$ cat config.mk
export PLATFORM = sky130hd
export DESIGN_NAME = stage_mem
export DESIGN_NICKNAME = d
export VERILOG_FILES = /design/src/design/rv_types_pkg.sv /design/src/design/data_mem_adapter.sv /design/src/design/stage_mem.sv
export VERILOG_INCLUDE_DIRS = /design/src /design/src/design
export SDC_FILE = /design/constraint.sdc
export NUM_CORES = 1
export LEC_CHECK = 0
export BUFFER_PORTS_ARGS = -buffer_cell sky130_fd_sc_hd__buf_2
export CORE_AREA = 2 2 86 88
export DETAILED_ROUTE_END_ITERATION = 7
export DIE_AREA = 0 0 88 90
export PLACE_DENSITY = 0.78
export RECOVER_POWER = 100
export SYNTH_ARGS = -nofsm -noshare
export SYNTH_HDL_FRONTEND = slang
export SYNTH_SLANG_ARGS = --single-unit
$ cat constraint.sdc
create_clock -name i_clock -period 2.3 [get_ports i_clock]
set_input_delay 0.23 -clock i_clock [delete_from_list [all_inputs] [get_ports i_clock]]
set_output_delay 0.23 -clock i_clock [all_outputs]
set_load 0.01 [all_outputs]
$ cat src/design/rv_consts.svh
`ifndef RV_CONSTS_SVH
`define RV_CONSTS_SVH

// ----------------------------------------
// Datapath widths
// ----------------------------------------

// Width of a register and of a memory word
`define RV_DATA_W 32

// Width of the program counter
`define RV_IADDR_W 32

// ----------------------------------------
// Data memory geometry
// ----------------------------------------

// Number of 32-bit words in the data RAM
`define RV_DMEM_WORDS 1024

// Byte address bits seen by the data RAM
// Upper address bits are dropped so accesses wrap around the array
// Two of these bits select the byte lane and the rest index the word
`define RV_DADDR_W 12

`endif

$ cat src/design/rv_types_pkg.sv
package rv_types_pkg;

    // ----------------------------------------
    // Memory access size
    // ----------------------------------------

    typedef enum logic [1:0] {
        ACC_BYTE = 2'b00,       // 8-bit access
        ACC_HALF = 2'b01,       // 16-bit access, address bit 0 clear
        ACC_WORD = 2'b10        // 32-bit access, address bits 1:0 clear
    } data_access_e;

    // ----------------------------------------
    // Destination register source
    // ----------------------------------------

    // Code 2'b11 has no source and writes zero
    typedef enum logic [1:0] {
        SEL_ALU = 2'b00,        // ALU result
        SEL_MEM = 2'b01,        // Extended load data
        SEL_PC4 = 2'b10         // Return address
    } wr_data_sel_e;

    // ----------------------------------------
    // Memory adapter FSM
    // ----------------------------------------

    typedef enum logic {
        ST_IDLE      = 1'b0,    // Ready for a new access
        ST_LOAD_WAIT = 1'b1     // RAM read issued, data arrives this cycle
    } adapter_state_e;

endpackage

$ cat src/design/data_mem_adapter.sv
`timescale 1ns/1ps

`include "rv_consts.svh"

module data_mem_adapter (
    input  logic                          i_clock,        // Clock
    input  logic                          i_arst_n,       // Async reset, active low

    // Access request from the stage
    input  logic [`RV_DADDR_W-1:0]        i_addr,         // Byte address
    input  rv_types_pkg::data_access_e    i_access,       // Access size
    input  logic                          i_unsigned,     // Zero extend on load
    input  logic                          i_wr_en,        // Store, already gated with valid
    input  logic                          i_rd_en,        // Load, already gated with valid
    input  logic [`RV_DATA_W-1:0]         i_wr_data,      // Store data, low bits used
    output logic [`RV_DATA_W-1:0]         o_rd_data,      // Extended load data
    output logic                          o_busy,         // Load issued, hold inputs
    output logic                          o_align_error,  // Misaligned request

    // RAM side
    input  logic [`RV_DATA_W-1:0]         i_mem_rdata,    // Registered RAM word
    output logic [`RV_DADDR_W-3:0]        o_mem_addr,     // Word index
    output logic                          o_mem_we,       // Write strobe
    output logic [3:0]                    o_mem_be,       // Byte lane enables
    output logic [`RV_DATA_W-1:0]         o_mem_wdata,    // Lane aligned store data
    output logic                          o_mem_re        // Read strobe
);

    import rv_types_pkg::*;

    // ----------------------------------------
    // Address split and alignment check
    // ----------------------------------------

    logic [1:0]     byte_ofs;       // Lane within the word
    logic           misaligned;     // Size does not fit the offset
    logic           load_go;        // Aligned load request

    assign byte_ofs   = i_addr[1:0];
    assign o_mem_addr = i_addr[`RV_DADDR_W-1:2];

    always_comb begin
        case (i_access)
            ACC_BYTE: misaligned = 1'b0;            // Any offset is fine
            ACC_HALF: misaligned = byte_ofs[0];     // Needs an even address
            default:  misaligned = |byte_ofs;       // Word and unused code
        endcase
    end

    // Flag only real requests so idle cycles stay clean
    assign o_align_error = (i_wr_en | i_rd_en) & misaligned;
    assign load_go       = i_rd_en & ~misaligned;

    // ----------------------------------------
    // Store path
    // ----------------------------------------

    always_comb begin
        case (i_access)
            ACC_BYTE: begin
                o_mem_be    = 4'b0001 << byte_ofs;          // One lane
                o_mem_wdata = {4{i_wr_data[7:0]}};          // Byte in every lane
            end
            ACC_HALF: begin
                o_mem_be    = byte_ofs[1] ? 4'b1100 : 4'b0011;
                o_mem_wdata = {2{i_wr_data[15:0]}};         // Half in both halves
            end
            default: begin
                o_mem_be    = 4'b1111;                      // Full word
                o_mem_wdata = i_wr_data;
            end
        endcase
    end

    // A misaligned store touches nothing
    assign o_mem_we = i_wr_en & ~misaligned;

    // ----------------------------------------
    // Load FSM
    // ----------------------------------------

    adapter_state_e state;
    adapter_state_e state_nxt;

    // Read goes out only from idle, the wait cycle consumes the data
    assign o_mem_re = load_go & (state == ST_IDLE);
    assign o_busy   = o_mem_re;                     // Stall during the issue cycle

    always_comb begin
        state_nxt = state;
        case (state)
            ST_IDLE:      if (o_mem_re) state_nxt = ST_LOAD_WAIT;
            ST_LOAD_WAIT: state_nxt = ST_IDLE;      // Data is back, done
            default:      state_nxt = ST_IDLE;
        endcase
    end

    always_ff @(posedge i_clock or negedge i_arst_n) begin
        if (!i_arst_n)
            state <= ST_IDLE;
        else
            state <= state_nxt;
    end

    // Load attributes captured with the read strobe
    logic [1:0]     rd_ofs;
    data_access_e   rd_access;
    logic           rd_unsigned;

    always_ff @(posedge i_clock) begin
        if (o_mem_re) begin
            rd_ofs      <= byte_ofs;
            rd_access   <= i_access;
            rd_unsigned <= i_unsigned;
        end
    end

    // ----------------------------------------
    // Lane extract and extend
    // ----------------------------------------

    logic [7:0]     rd_byte;
    logic [15:0]    rd_half;

    assign rd_byte = i_mem_rdata[8*rd_ofs +: 8];        // Pick the addressed byte
    assign rd_half = i_mem_rdata[16*rd_ofs[1] +: 16];   // Low or high half

    always_comb begin
        case (rd_access)
            ACC_BYTE:
                o_rd_data = {{(`RV_DATA_W-8){rd_byte[7] & ~rd_unsigned}}, rd_byte};
            ACC_HALF:
                o_rd_data = {{(`RV_DATA_W-16){rd_half[15] & ~rd_unsigned}}, rd_half};
            default:
                o_rd_data = i_mem_rdata;                // Word needs no extension
        endcase
    end

endmodule

$ cat src/design/stage_mem.sv
`timescale 1ns/1ps

`include "rv_consts.svh"

module stage_mem (
    input  logic                          i_clock,        // Clock
    input  logic                          i_arst_n,       // Async reset, active low

    // Executed instruction
    input  logic                          i_valid,        // Instruction is valid
    input  logic [`RV_IADDR_W-1:0]        i_pc,           // Instruction address
    input  logic [`RV_DATA_W-1:0]         i_result,       // ALU result, also the address
    input  logic [`RV_DATA_W-1:0]         i_data_b,       // Store data
    input  logic                          i_mem_wr_en,    // Store request
    input  logic                          i_mem_rd_en,    // Load request
    input  rv_types_pkg::data_access_e    i_mem_access,   // Access size
    input  logic                          i_mem_unsigned, // Zero extend load
    input  rv_types_pkg::wr_data_sel_e    i_reg_wr_sel,   // Destination source

    // Data memory port
    input  logic [`RV_DATA_W-1:0]         i_mem_rdata,    // RAM read word
    output logic [`RV_DADDR_W-3:0]        o_mem_addr,     // Word index
    output logic                          o_mem_we,       // Write strobe
    output logic [3:0]                    o_mem_be,       // Byte enables
    output logic [`RV_DATA_W-1:0]         o_mem_wdata,    // Store data in lanes
    output logic                          o_mem_re,       // Read strobe

    // Toward the pipeline
    output logic                          o_hazard,       // Hold inputs one more cycle
    output logic                          o_align_error,  // Misaligned access
    output logic [`RV_DATA_W-1:0]         o_reg_wr_data   // Destination register data
);

    import rv_types_pkg::*;

    // ----------------------------------------
    // Memory adapter
    // ----------------------------------------

    logic [`RV_DATA_W-1:0]  load_data;      // Extended load result
    logic                   adapter_busy;   // Load in its issue cycle

    data_mem_adapter u_adapter (
        .i_clock        (i_clock),
        .i_arst_n       (i_arst_n),
        .i_addr         (i_result[`RV_DADDR_W-1:0]),   // Upper bits wrap
        .i_access       (i_mem_access),
        .i_unsigned     (i_mem_unsigned),
        .i_wr_en        (i_mem_wr_en & i_valid),        // Bubbles never write
        .i_rd_en        (i_mem_rd_en & i_valid),        // Bubbles never read
        .i_wr_data      (i_data_b),
        .o_rd_data      (load_data),
        .o_busy         (adapter_busy),
        .o_align_error  (o_align_error),
        .i_mem_rdata    (i_mem_rdata),
        .o_mem_addr     (o_mem_addr),
        .o_mem_we       (o_mem_we),
        .o_mem_be       (o_mem_be),
        .o_mem_wdata    (o_mem_wdata),
        .o_mem_re       (o_mem_re)
    );

    assign o_hazard = adapter_busy;

    // ----------------------------------------
    // Return address
    // ----------------------------------------

    logic [`RV_IADDR_W-1:0] pc_plus4;
    logic [`RV_DATA_W-1:0]  pc_plus4_ext;   // Widened to the register size

    assign pc_plus4 = i_pc + `RV_IADDR_W'(4);

    always_comb begin
        pc_plus4_ext = '0;
        pc_plus4_ext[`RV_IADDR_W-1:0] = pc_plus4;
    end

    // ----------------------------------------
    // Write back select
    // ----------------------------------------

    // Not qualified by valid, the register file decides that
    always_comb begin
        case (i_reg_wr_sel)
            SEL_ALU: o_reg_wr_data = i_result;
            SEL_MEM: o_reg_wr_data = load_data;         // Valid in the second load cycle
            SEL_PC4: o_reg_wr_data = pc_plus4_ext;
            default: o_reg_wr_data = '0;                // Unused code
        endcase
    end

endmodule

==> results of run 1 <==
## registers in the layout, indices dropped and copies added (netlist names)
signal / cells
u_adapter.rd_access: 2
u_adapter.rd_ofs: 2
u_adapter.rd_unsigned: 1
u_adapter.state: 1
## synth_stat cells, drive strengths merged (4+ instances only)
library cell	n	area share (%)
a21oi	33	6.4
edfxtp	5	5.9
nand2	30	4.4
nor2b	9	2.2
xnor2	11	3.8
o221ai	22	8.0
mux2	21	9.2
nor3	7	1.4
o32ai	5	1.7
nand4	10	2.4
nor3b	6	1.8
a211oi	4	1.2
clkbuf	20	2.9
buf	25	6.8
mux2i	20	7.8
nor2	40	5.9
inv	9	1.3
o21ai	20	3.9
a21o	4	1.2
xor2	10	3.4
nor4	12	4.7
nand3	11	2.1
## kinds of logic after synthesis
logic type               count (synthesis)  synth area share, %
AO/OA/AOI/OAI                          106                 28.2
AND/OR/NAND/NOR                        140                 29.1
multiplexers                            41                 17.0
XOR/XNOR                                21                 7.18
flip-flops                               6                 6.84
adder cells (fa/ha/maj)                  1                0.488
buffers and inverters                   55                 11.2
## report_power, final
part / internal, µW / switching, µW
clock: 120 / 50.8
sequential: 123 / 3.83
combinational: 280 / 375
total: 523 / 429
## per-stage QoR
stage               instances  utilization (%)  cell area (µm²)  hold WS, ns
floorplan                 370                -             2560      -0.0656
global placement          663             52.6             3690      0.00529
detailed placement        663             52.6             3690      0.00669
CTS                       668             53.6             3760        0.188
global route              670             52.9             3720        0.188
finish                    670             52.9             3720        0.186
## worst paths after layout
path	start	to	slack [ns]	depth (start not counted)
setup reg to reg	u_adapter.state	u_adapter.rd_access[0]	1.15	1
hold reg to reg	u_adapter.state	u_adapter.state	0.71	1
max in group asynchronous	i_arst_n	u_adapter.state	1.90	2
setup / recovery	u_adapter.rd_ofs[1]	o_reg_wr_data[28]	0.07	7
hold / removal	i_mem_unsigned	u_adapter.rd_unsigned	0.19	1
min in group asynchronous	i_arst_n	u_adapter.state	0.31	2
## repair_timing
action	in CTS	in global routing
setup buffers	0	1
gates cloned	0	1
pin swaps	0	3
resized for setup	3	6
endpoints found under the setup margin	3	8
hold endpoints to repair	1	0
hold buffers	1	0
## layer usage
metal	share of wire, %	global-route usage [%]	up-vias	wire length (µm)
met5	0	0	-	0
met2	49	44.6	260	5480
li1	-	-	1779	-
met1	38	31.9	1695	4230
met3	11	3.86	31	1210
met4	3.1	10.3	0	355
## area by class of cell
type	count	area [µm²]
Tap cell	99	124
Fill cell	724	3300
Clock buffer	4	45.0
Sequential cell	6	175
Multi-Input combinational cell	310	2140
Inverter	10	37.5
Timing Repair Buffer	241	1190
==> metrics.md, run 1 <==
| Metric | Value |
|---|---|
| Synthesized instance count | 370 |
| Yosys warning total | 0 |
| Fmax achieved | 0.448 GHz |
| Tmin final | ~2.2 ns |
| Yosys cell types | between 50 and 60 |
| CP arrival | 2.00 ns |
| Seq/Total Area, Yosys | slightly below 7% |
| Status | finished, final reports clean |
| RSZ-0062 raised after global routing | false |
| Chip Width | 88 µm |
| I/O Buffers | roughly 220 |
| # Max-Cap Violations | 0 |
| Final wirelength | 11300 µm |
| Routed len/inst | 16.8 µm |
| Post-synth EDFFs | 5 |
| CTS Sinks | 6 |
| Hpwl dp | ~9500 µm |
| Worst hold-check path type | in2reg |
| Clock-pin slew on the worst setup and hold paths | 0.04 ns |
| Clock Path Buffers | 2 |
| Starting DRT DRC Count | 199 |
| DIE HEIGHT | around 90 µm |
| FP Rows | 31 |
| CTS Buf Count | 3 |
| First-pass GRT wire length | 16500 µm |
| DRT Pass-1 Iters | 5 |
| Worst relative slew slack | 50.4% |
| Placer Congestion | 1.02 |
| Async set-or-reset flop fraction in the synthesized netlist | 16.7% |
| Crit-path leading delay family | compound AO/OA/AOI/OAI gates |
| Worst endpoint required time | between 2 and 2.5 ns |
| Pwr Total | between 900 and 1000 µW |
| Initial Utilization | 36.5% |
| Commonest non-fill, non-tap cells in the layout | 147 x buf_2, 68 x clkbuf_1, 40 x nor2_1 |
| Highest ir drop seen on vdd | 0.170 mV |
| Crit. End Element | primary output |
| Worst Setup Start Kind | flop |
| Setup TNS Final | 0 ns |
| Leading cell type in the layout, fill and taps excluded | buf_2 |
| I/O pin cnt | 220 |
| #FFs+latches synth | 6 |
| Overall routing resource usage | 26.0% |
| Pwr Density | ~260 nW/µm² |
| CP Cell Sequence | mux2_2 > mux2i_2 > o31ai_2 > clkbuf_2 > a21oi_1 > o22ai_1 > buf_2 |
| Synth-to-Final Area Change | 45.0% |
| N_diodes | 0 |
| Leak Pwr | 0.00159 µW |
| WS Path Type | reg2out |
| Clk_lat worst skew | 0.23 ns |
| Max H-tree Level | 1 |
| Vias in the first global route | roughly 3300 |
| Post-DRT Antenna Nets | 0 |
| Tightest Pin Transition | around 0.74 ns |
| CTS tree | yes |
| Vias | 3765 |
| Max Slew Vio Count | 0 |
| Pin count of the biggest net entering global routing | 32 |
| Final setup vio count | 0 |
| Clk root buf | clkbuf_8 |
| Clock Skew | 0.00270 ns |
| Crit path max fanout | 4 |
| DRC | 0 |
| Ys flop type | edfxtp_1 |
| Mapped Area | 2560 µm² |
| Core Footprint | 7020 µm² |
| Place WS | 0.0100 ns |
| Full die area | 7920 µm² |
| Syn_nets | 509 |
| CP max stage delay | 0.45 ns |
| # nets final | 711 |
| Grt ovf | 0 |
| Setup ws final | 0.0662 ns |
| Cell at the slowest stage of the critical path | edfxtp_1 |
| Final worst path period share | 97.1% |
| Initial antenna violation count | 0 |
| Layout cells sized above 1 | 37.8% |
| Final Hold Vio Count | 0 |
| Syn_area_per_cell | 6.93 µm² |
| Worst Path Buf+Inv | 2 |
| Via density | 5.62 |
Power figures use the tool's default switching activity.
==> run 2, diff against run 1 <==
Settings changed: CAP_MARGIN from default to 10, CORE_AREA 2 2 86 88 to 2 2 85 87, CTS_CLUSTER_SIZE from default to 8, DIE_AREA 0 0 88 90 to 0 0 87 89, PLACE_DENSITY 0.78 to 0.81, SYNTH_HIERARCHICAL from default to 1.
==> run 2 against run 1 <==
Effect of this change: the run now ends with negative setup slack left; non-clock buffer count shrank 1; register-to-register slack got worse by 0.22 ns; wire length up 11%; largest cell class unchanged.
==> metrics.md, run 2 <==
| Metric | Value |
|---|---|
| Setup TNS Final | -0.0520 ns (-0.0520 ns) |
| Cell at the slowest stage of the critical path | edfxtp_1 |
| # nets final | 718 (+0.98%) |
| CTS Sinks | 6 (unchanged) |
| Yosys top cell area share | 10.9% (+1.7 points) |
| Overall routing resource usage | 29.1% (+3.1 points) |
| # Max-Cap Violations | 0 (unchanged) |
| Top-count cell post-synth | nand2_1 |
| Worst Setup Start Kind | flop |
| Layout cells sized above 1 | 39.8% (+2.0 points) |
| Vias in the first global route | 3497 (+4.7%) |
| Synthesized instance count | 375 (+1.4%) |
| Status | finished with violations |
| I/O Buffers | 219 (unchanged) |
| Mapped Area | 2650 µm² (+3.5%) |
| Final wirelength | 12500 µm (+11%) |
| Routed len/inst | 18.9 µm (+12%) |
| Highest ir drop seen on vdd | 0.222 mV (+31%) |
| Tightest Pin Transition | 0.762 ns (+0.0184 ns) |
| RR Endpoint | u_adapter/rd_ofs[1] |
| WS Path Type | reg2out |
| Chip Width | 87 µm (-1.1%) |
| Final Hold Vio Count | 0 (unchanged) |
| Regs by FF count | u_adapter/rd_access (2), u_adapter/rd_ofs (2) |
| I/O pin cnt | 220 (unchanged) |
| Syn_nets | 514 (+0.98%) |
| Crit-path leading delay family | multiplexers |
| Via density | 5.75 (+2.2%) |
| Worst endpoint required time | 2.07 ns (about the same) |
| Clock Skew | 0.00166 ns (-0.00104 ns) |
| Clock-pin slew on the worst setup and hold paths | 0.04 ns (about the same) |
| CTS Buf Count | 3 (unchanged) |
| CTS tree | yes |
| CP Launch Point | u_adapter/rd_ofs[1] |
| DRC | 0 (unchanged) |
| Clk_lat worst skew | 0.22 ns (about the same) |
| Most area-hungry cell type in the Yosys netlist | mux2i_1 |
| Filler Cells Inserted | 708 (-2.2%) |
| Leak Pwr | 0.00178 µW (+12%) |
| CP Cell Sequence | mux2_4 > o2111ai_4 > nand2_1 > mux2i_1 > nor2_1 > a31o_2 > nand3b_1 > buf_2 |
| Async set-or-reset flop fraction in the synthesized netlist | 16.7% (unchanged) |
| Core Footprint | 6720 µm² (-4.3%) |
| Initial Utilization | 39.5% (+3.0 points) |
| Area after DPL | 3710 µm² (+0.44%) |
| Failing checks | negative setup slack |
| Initial antenna violation count | 0 (unchanged) |
| Seq/Total Area, Yosys | 6.61% (-0.23 points) |
| Yosys cell types | 55 (+3.8%) |
| RSZ-0062 raised after global routing | true |
| DIE HEIGHT | 89 µm (-1.1%) |
| Leading cell type in the layout, fill and taps excluded | buf_2 |
| Worst r2r path cells | 2 (+1) |
| #FFs+latches synth | 6 (unchanged) |
| Post-DRT Antenna Nets | 0 (unchanged) |
| Hold Startpoint | i_mem_unsigned |
| Crit. End Element | primary output |
| Full die area | 7740 µm² (-2.2%) |
| Top cells by count, synth | 70 x nand2_1, 40 x o21ai_0, 29 x mux2i_1, 23 x mux2_2, 20 x buf_4 |
| Final setup vio count | 1 (+1) |
| Final worst path period share | 102% (+5.1 points) |
| Stages on worst setup path | 8 (+1) |
| Max Slew Vio Count | 0 (unchanged) |
| Hpwl dp | 10600 µm (+12%) |
| Top post-synthesis cells by area | mux2i_1 11%, nand2_1 9.9%, mux2_2 9.8%, o21ai_0 7.6%, xor2_1 5.9% |
| FP Rows | 30 (-3.2%) |
| Worst setup path end | o_reg_wr_data[30] |
| Ys flop type | edfxtp_1 |
| Crit path max fanout | 5 (+1) |
| Syn_area_per_cell | 7.07 µm² (+2.1%) |
| Worst Path Buf+Inv | 1 (-1) |
| CP max stage delay | 0.46 ns (about the same) |
| Max H-tree Level | 1 (unchanged) |
| Reg2reg start | u_adapter/state |
| Final Util | 56.0% (+3.0 points) |
| Worst relative slew slack | 49.2% (-1.2 points) |
| Grt ovf | 0 (unchanged) |
| Post-synth EDFFs | 5 (unchanged) |
| Vias | 3786 (+0.56%) |
| Design Area, Final | 3760 µm² (+1.2%) |
| Synth-to-Final Area Change | 41.8% |
| First-pass GRT wire length | 17500 µm (+6.1%) |
| Pin count of the biggest net entering global routing | 24 (-25%) |
| Worst hold-check path type | in2reg |
| Pwr Density | 260 nW/µm² (+1.3%) |
| Tmin final | 2.35 ns (+0.118 ns) |
| Yosys warning total | 6 (+6) |
| Clk root buf | clkbuf_8 |
| Commonest non-fill, non-tap cells in the layout | 164 x buf_2, 70 x nand2_1, 56 x clkbuf_1 |
| Fmax achieved | 0.425 GHz (-5.0%) |
| Setup ws final | -0.0520 ns (-0.118 ns) |
| CP arrival | 2.12 ns (+0.12 ns) |
| R2R setup slack | 0.93 ns (-0.22 ns) |
| DRT Pass-1 Iters | 5 (unchanged) |
| Clock Path Buffers | 2 (unchanged) |
| Starting DRT DRC Count | 268 (+35%) |
| Placer Congestion | 1.00 (-2.2%) |
==> run 2: cell types whose count changed in the layout (fill, tap and decap cells not counted), moves of 8 or more <==
| cell | previous run | this run |
|---|---|---|
| o22ai_1 | 2 | 10 |
| nand2_1 | 30 | 70 |
| clkbuf_1 | 68 | 56 |
| xor2_1 | 10 | 18 |
| o221ai_1 | 19 | 0 |
| buf_2 | 147 | 164 |
| nor2_1 | 40 | 11 |
| a22oi_1 | 0 | 17 |
| mux2i_1 | 19 | 28 |
| o21ai_0 | 19 | 36 |
| a21oi_1 | 33 | 10 |
==> run 2: kinds of logic (layout without fill, tap and decap cells) <==
| group | after synthesis | count (layout) | share of synthesized area, % |
|---|---|---|---|
| AOI/OAI and AO/OA | 97 | 97 | 23.4 |
| xor gates and xnor gates | 26 | 26 | 8.59 |
| adders and majority gates | 1 | 1 | 0.472 |
| other | 0 | 1 | 0 |
| buffers and inverters | 46 | 249 | 10.4 |
| muxes | 53 | 53 | 21.3 |
| DFF | 6 | 6 | 6.61 |
| and+or+nand+nor | 146 | 146 | 29.3 |
==> run 2: final cells by class <==
cell class	instances	area (µm²)	share of cell area, %
inverter	5	18.8	0.499
multi-input combinational	323	2230	59.4
tap	80	100	2.66
timing repair buffer	240	1190	31.5
sequential	6	175	4.66
clock buffer	4	45.0	1.20
antenna	1	2.50	0.0666
==> run 2: routing by layer <==
metal  track usage, %  wire length, µm  vias to the layer above
met5                0                0                        -
met4             10.4              418                        0
met3             3.97             1070                       40
met2             55.1             6410                      247
met1             33.2             4560                     1735
li1                 -                -                     1764
==> run 2: worst min path at each step <==
| stage | endpoint | slack (ns) | cells past startpoint |
|---|---|---|---|
| 6_report | u_adapter/rd_unsigned | 0.18 | 1 |
| 2_1_floorplan | u_adapter/state | -0.07 | 0 |
| 4_1_cts | u_adapter/rd_unsigned | 0.18 | 1 |
| 5_1_grt | u_adapter/rd_unsigned | 0.18 | 1 |
| 3_3_place_gp | u_adapter/state | 0.005 | 1 |
| 3_5_place_dp | u_adapter/state | 0.007 | 1 |
==> run 2: stage by stage <==
stage / setup WS (ns) / instances / hold slack, ns / total power [µW]
global placement: 0.186 / 649 / 0.00541 / 804
global route: -0.104 / 658 / 0.179 / 1040
floorplan: 0.265 / 375 / -0.0656 / 482
detailed placement: 0.113 / 649 / 0.00689 / 811
CTS: -0.0155 / 655 / 0.182 / 981
finish: -0.0520 / 659 / 0.185 / 976
==> run 2: timing repair <==
item	CTS	global route
hold buffers	1	0
resized for setup	1	11
endpoints found under the setup margin	3	25
pin swaps	1	2
endpoints found under the hold margin	1	0
cloned	0	0
setup buffers	1	3
==> run 2: where the power goes <==
group	leakage [µW]	internal, µW	total [µW]	switching [µW]
Clock	0.0000228	119	164	44.9
Combinational	0.00170	295	684	389
Sequential	0.0000593	123	128	4.34
==> run 3, diff against run 2 <==
Settings changed: ABC_CLOCK_PERIOD_IN_PS from default to 2300, CORE_AREA 2 2 85 87 to default, CORE_ASPECT_RATIO from default to 0.5, CORE_UTILIZATION from default to 40, DIE_AREA 0 0 87 89 to default, PLACE_DENSITY 0.81 to 0.83.
==> run 3 against run 2 <==
Effect of this change: the flow still finishes with violations (negative setup slack); combinational power decreased by 3%; largest cell class unchanged; cell count is 0.30% higher; sequential share of layout area about the same; critical path depth is the same; non-clock buffer count fell by 5; highest routed layer unchanged; count of clock-buffer cells in the layout stayed put.
==> metrics.md, run 3 (synthesis gave the netlist of run 2 again) <==
| Metric | Value |
|---|---|
| Worst hold-check path type | in2reg |
| Placer Congestion | 0.932 (-7.0%) |
| Regs by FF count | u_adapter/rd_access (2), u_adapter/rd_ofs (2) |
| Vias | 3638 (-3.9%) |
| Reg2reg start | u_adapter/state |
| Starting DRT DRC Count | 347 (+29%) |
| R2R setup slack | 1.03 ns (+0.10 ns) |
| Status | finished with violations |
| CTS tree | yes |
| Final wirelength | 10700 µm (-14%) |
| Multi-input combinational cell area | 2220 µm² (-0.56%) |
| Tightest Pin Transition | 1.21 ns (+0.450 ns) |
| Sequential Area | 175 µm² (unchanged) |
| I/O Buffers | 219 (unchanged) |
| I/O pin cnt | 220 (unchanged) |
| Routed len/inst | 16.2 µm (-14%) |
| Initial antenna violation count | 0 (unchanged) |
| Overall routing resource usage | 29.3% (+0.20 points) |
| N_diodes | 0 (-1) |
| Clock-pin slew on the worst setup and hold paths | 0.03 ns (about the same) |
| Clk root buf | clkbuf_16 |
| Fmax achieved | 0.435 GHz (+2.2%) |
| FP Rows | 20 (-33%) |
| Hold Path Sink | u_adapter/rd_unsigned |
| Pwr Density | 289 nW/µm² (+11%) |
| CTS Sinks | 6 (unchanged) |
| # Max-Cap Violations | 0 (unchanged) |
| WS Path Type | reg2out |
| Min-Delay Path Depth | 1 (unchanged) |
| CP Cell Sequence | mux2_4 > o2111ai_4 > nand2_2 > mux2i_1 > nor2_1 > a31o_2 > nand3b_1 > buf_2 |
| Filler Cells Inserted | 639 (-9.7%) |
| Failing checks | negative setup slack |
| CTS Buf Count | 3 (unchanged) |
| Initial Utilization | 42.6% (+3.1 points) |
| Setup ws final | -0.000529 ns (+0.0515 ns) |
| Crit-path leading delay family | multiplexers |
| Worst r2r path cells | 2 (unchanged) |
| Leading cell type in the layout, fill and taps excluded | buf_2 |
| CP arrival | 2.07 ns (-0.05 ns) |
| Layout cells sized above 1 | 40.1% (+0.35 points) |
| Max Slew Vio Count | 0 (unchanged) |
| Worst hold margin | 0.186 ns (+0.000947 ns) |
| RR Endpoint | u_adapter/rd_ofs[1] |
| Pwr Total | 1080 µW (+11%) |
| Worst Path Buf+Inv | 1 (unchanged) |
| Highest ir drop seen on vdd | 0.212 mV (-4.5%) |
| Post-DRT Antenna Nets | 0 (unchanged) |
| DRT Pass-1 Iters | 5 (unchanged) |
| Chip Width | 117 µm (+35%) |
| Hpwl dp | 8960 µm (-16%) |
| Place WS | 0.129 ns (+0.0163 ns) |
| Vias in the first global route | 3315 (-5.2%) |
| CP max stage delay | 0.46 ns (about the same) |
| Clock Skew | 0.00275 ns (+0.00109 ns) |
| Final Util | 60.3% (+4.3 points) |
| DIE HEIGHT | 59.6 µm (-33%) |
| RSZ-0062 raised after global routing | true |
| Crit path max fanout | 5 (unchanged) |
| Max H-tree Level | 1 (unchanged) |
| Pin count of the biggest net entering global routing | 32 (+33%) |
| Synth-to-Final Area Change | 41.6% |
| Worst relative slew slack | 19.2% (-30 points) |
| Crit. End Element | primary output |
| # nets final | 713 (-0.70%) |
| Core Footprint | 6230 µm² (-7.3%) |
| Worst endpoint required time | 2.07 ns (about the same) |
| Commonest non-fill, non-tap cells in the layout | 160 x buf_2, 68 x nand2_1, 53 x clkbuf_1 |
| Final worst path period share | 100% (-2.2 points) |
| Tmin final | 2.30 ns (-0.0515 ns) |
| Leak Pwr | 0.00178 µW (-0.11%) |
| Via density | 5.50 (-4.2%) |
| First-pass GRT wire length | 15700 µm (-10%) |
| DRC | 0 (unchanged) |
| Cell at the slowest stage of the critical path | edfxtp_1 |
| Clock Path Buffers | 2 (unchanged) |
| Grt ovf | 0 (unchanged) |
| Worst Setup Start Kind | flop |
| Final setup vio count | 1 (unchanged) |
| Full die area | 6980 µm² (-9.9%) |
| Final Hold Vio Count | 0 (unchanged) |
| Clk_lat worst skew | 0.23 ns (about the same) |
| Hold Startpoint | i_mem_unsigned |
==> run 3: cell count changes in the layout (fill, tap and decap cells not counted), sizes merged <==
| cell | previous run | this run |
|---|---|---|
| buf | 182 | 173 |
| clkbuf | 61 | 65 |
| diode | 1 | 0 |
==> run 3: timing repair <==
item	4_1_cts	5_1_grt
endpoints found under the setup margin	1	20
pin swaps	1	0
hold buffers	1	0
hold endpoints to repair	1	0
setup buffers	0	1
resized for setup	1	11
==> run 3: metrics by stage <==
| stage | cells | area, µm² | setup TNS (ns) |
|---|---|---|---|
| 5_1_grt | 661 | 3750 | -0.363 |
| 4_1_cts | 660 | 3800 | 0 |
| 3_3_place_gp | 655 | 3710 | 0 |
| 3_5_place_dp | 655 | 3710 | 0 |
| 6_report | 661 | 3750 | -0.000529 |
| 2_1_floorplan | 375 | 2650 | 0 |
==> run 3: metal layers <==
layer	share of wire (%)	global-route usage, %	vias up
li1	-	-	1760
met1	41	34.8	1656
met2	48	53.3	189
met3	7.6	4.60	33
met4	2.9	12.5	0
met5	0	0	-
==> run 3: how the worst max path moves through the flow <==
stage	start	end	depth (start not counted)
floorplan	u_adapter/rd_ofs[1]	o_reg_wr_data[30]	8
finish	u_adapter/rd_ofs[1]	o_reg_wr_data[30]	8
detailed placement	i_pc[2]	o_reg_wr_data[30]	8
global placement	i_pc[2]	o_reg_wr_data[30]	8
CTS	u_adapter/rd_ofs[1]	o_reg_wr_data[30]	8
global route	u_adapter/rd_ofs[1]	o_reg_wr_data[30]	8
==> run 3: layout make-up <==
class	instances	share of cell area [%]
multi-input combinational	323	59.1
timing repair buffer	235	30.7
sequential	6	4.67
tap	88	2.93
clock buffer	4	2.10
inverter	5	0.500
==> run 3: worst register-to-register path, stage by stage (launching register included) <==
cell	delay [ns]
dfrtp_1	0.37
nor3b_1	0.21
clkbuf_1	0.35
==> run 3: power breakdown <==
group | leakage (µW) | switching [µW] | internal (µW)
Sequential | 0.0000593 | 3.74 | 123
Clock | 0.0000382 | 61.0 | 230
Combinational | 0.00168 | 372 | 293
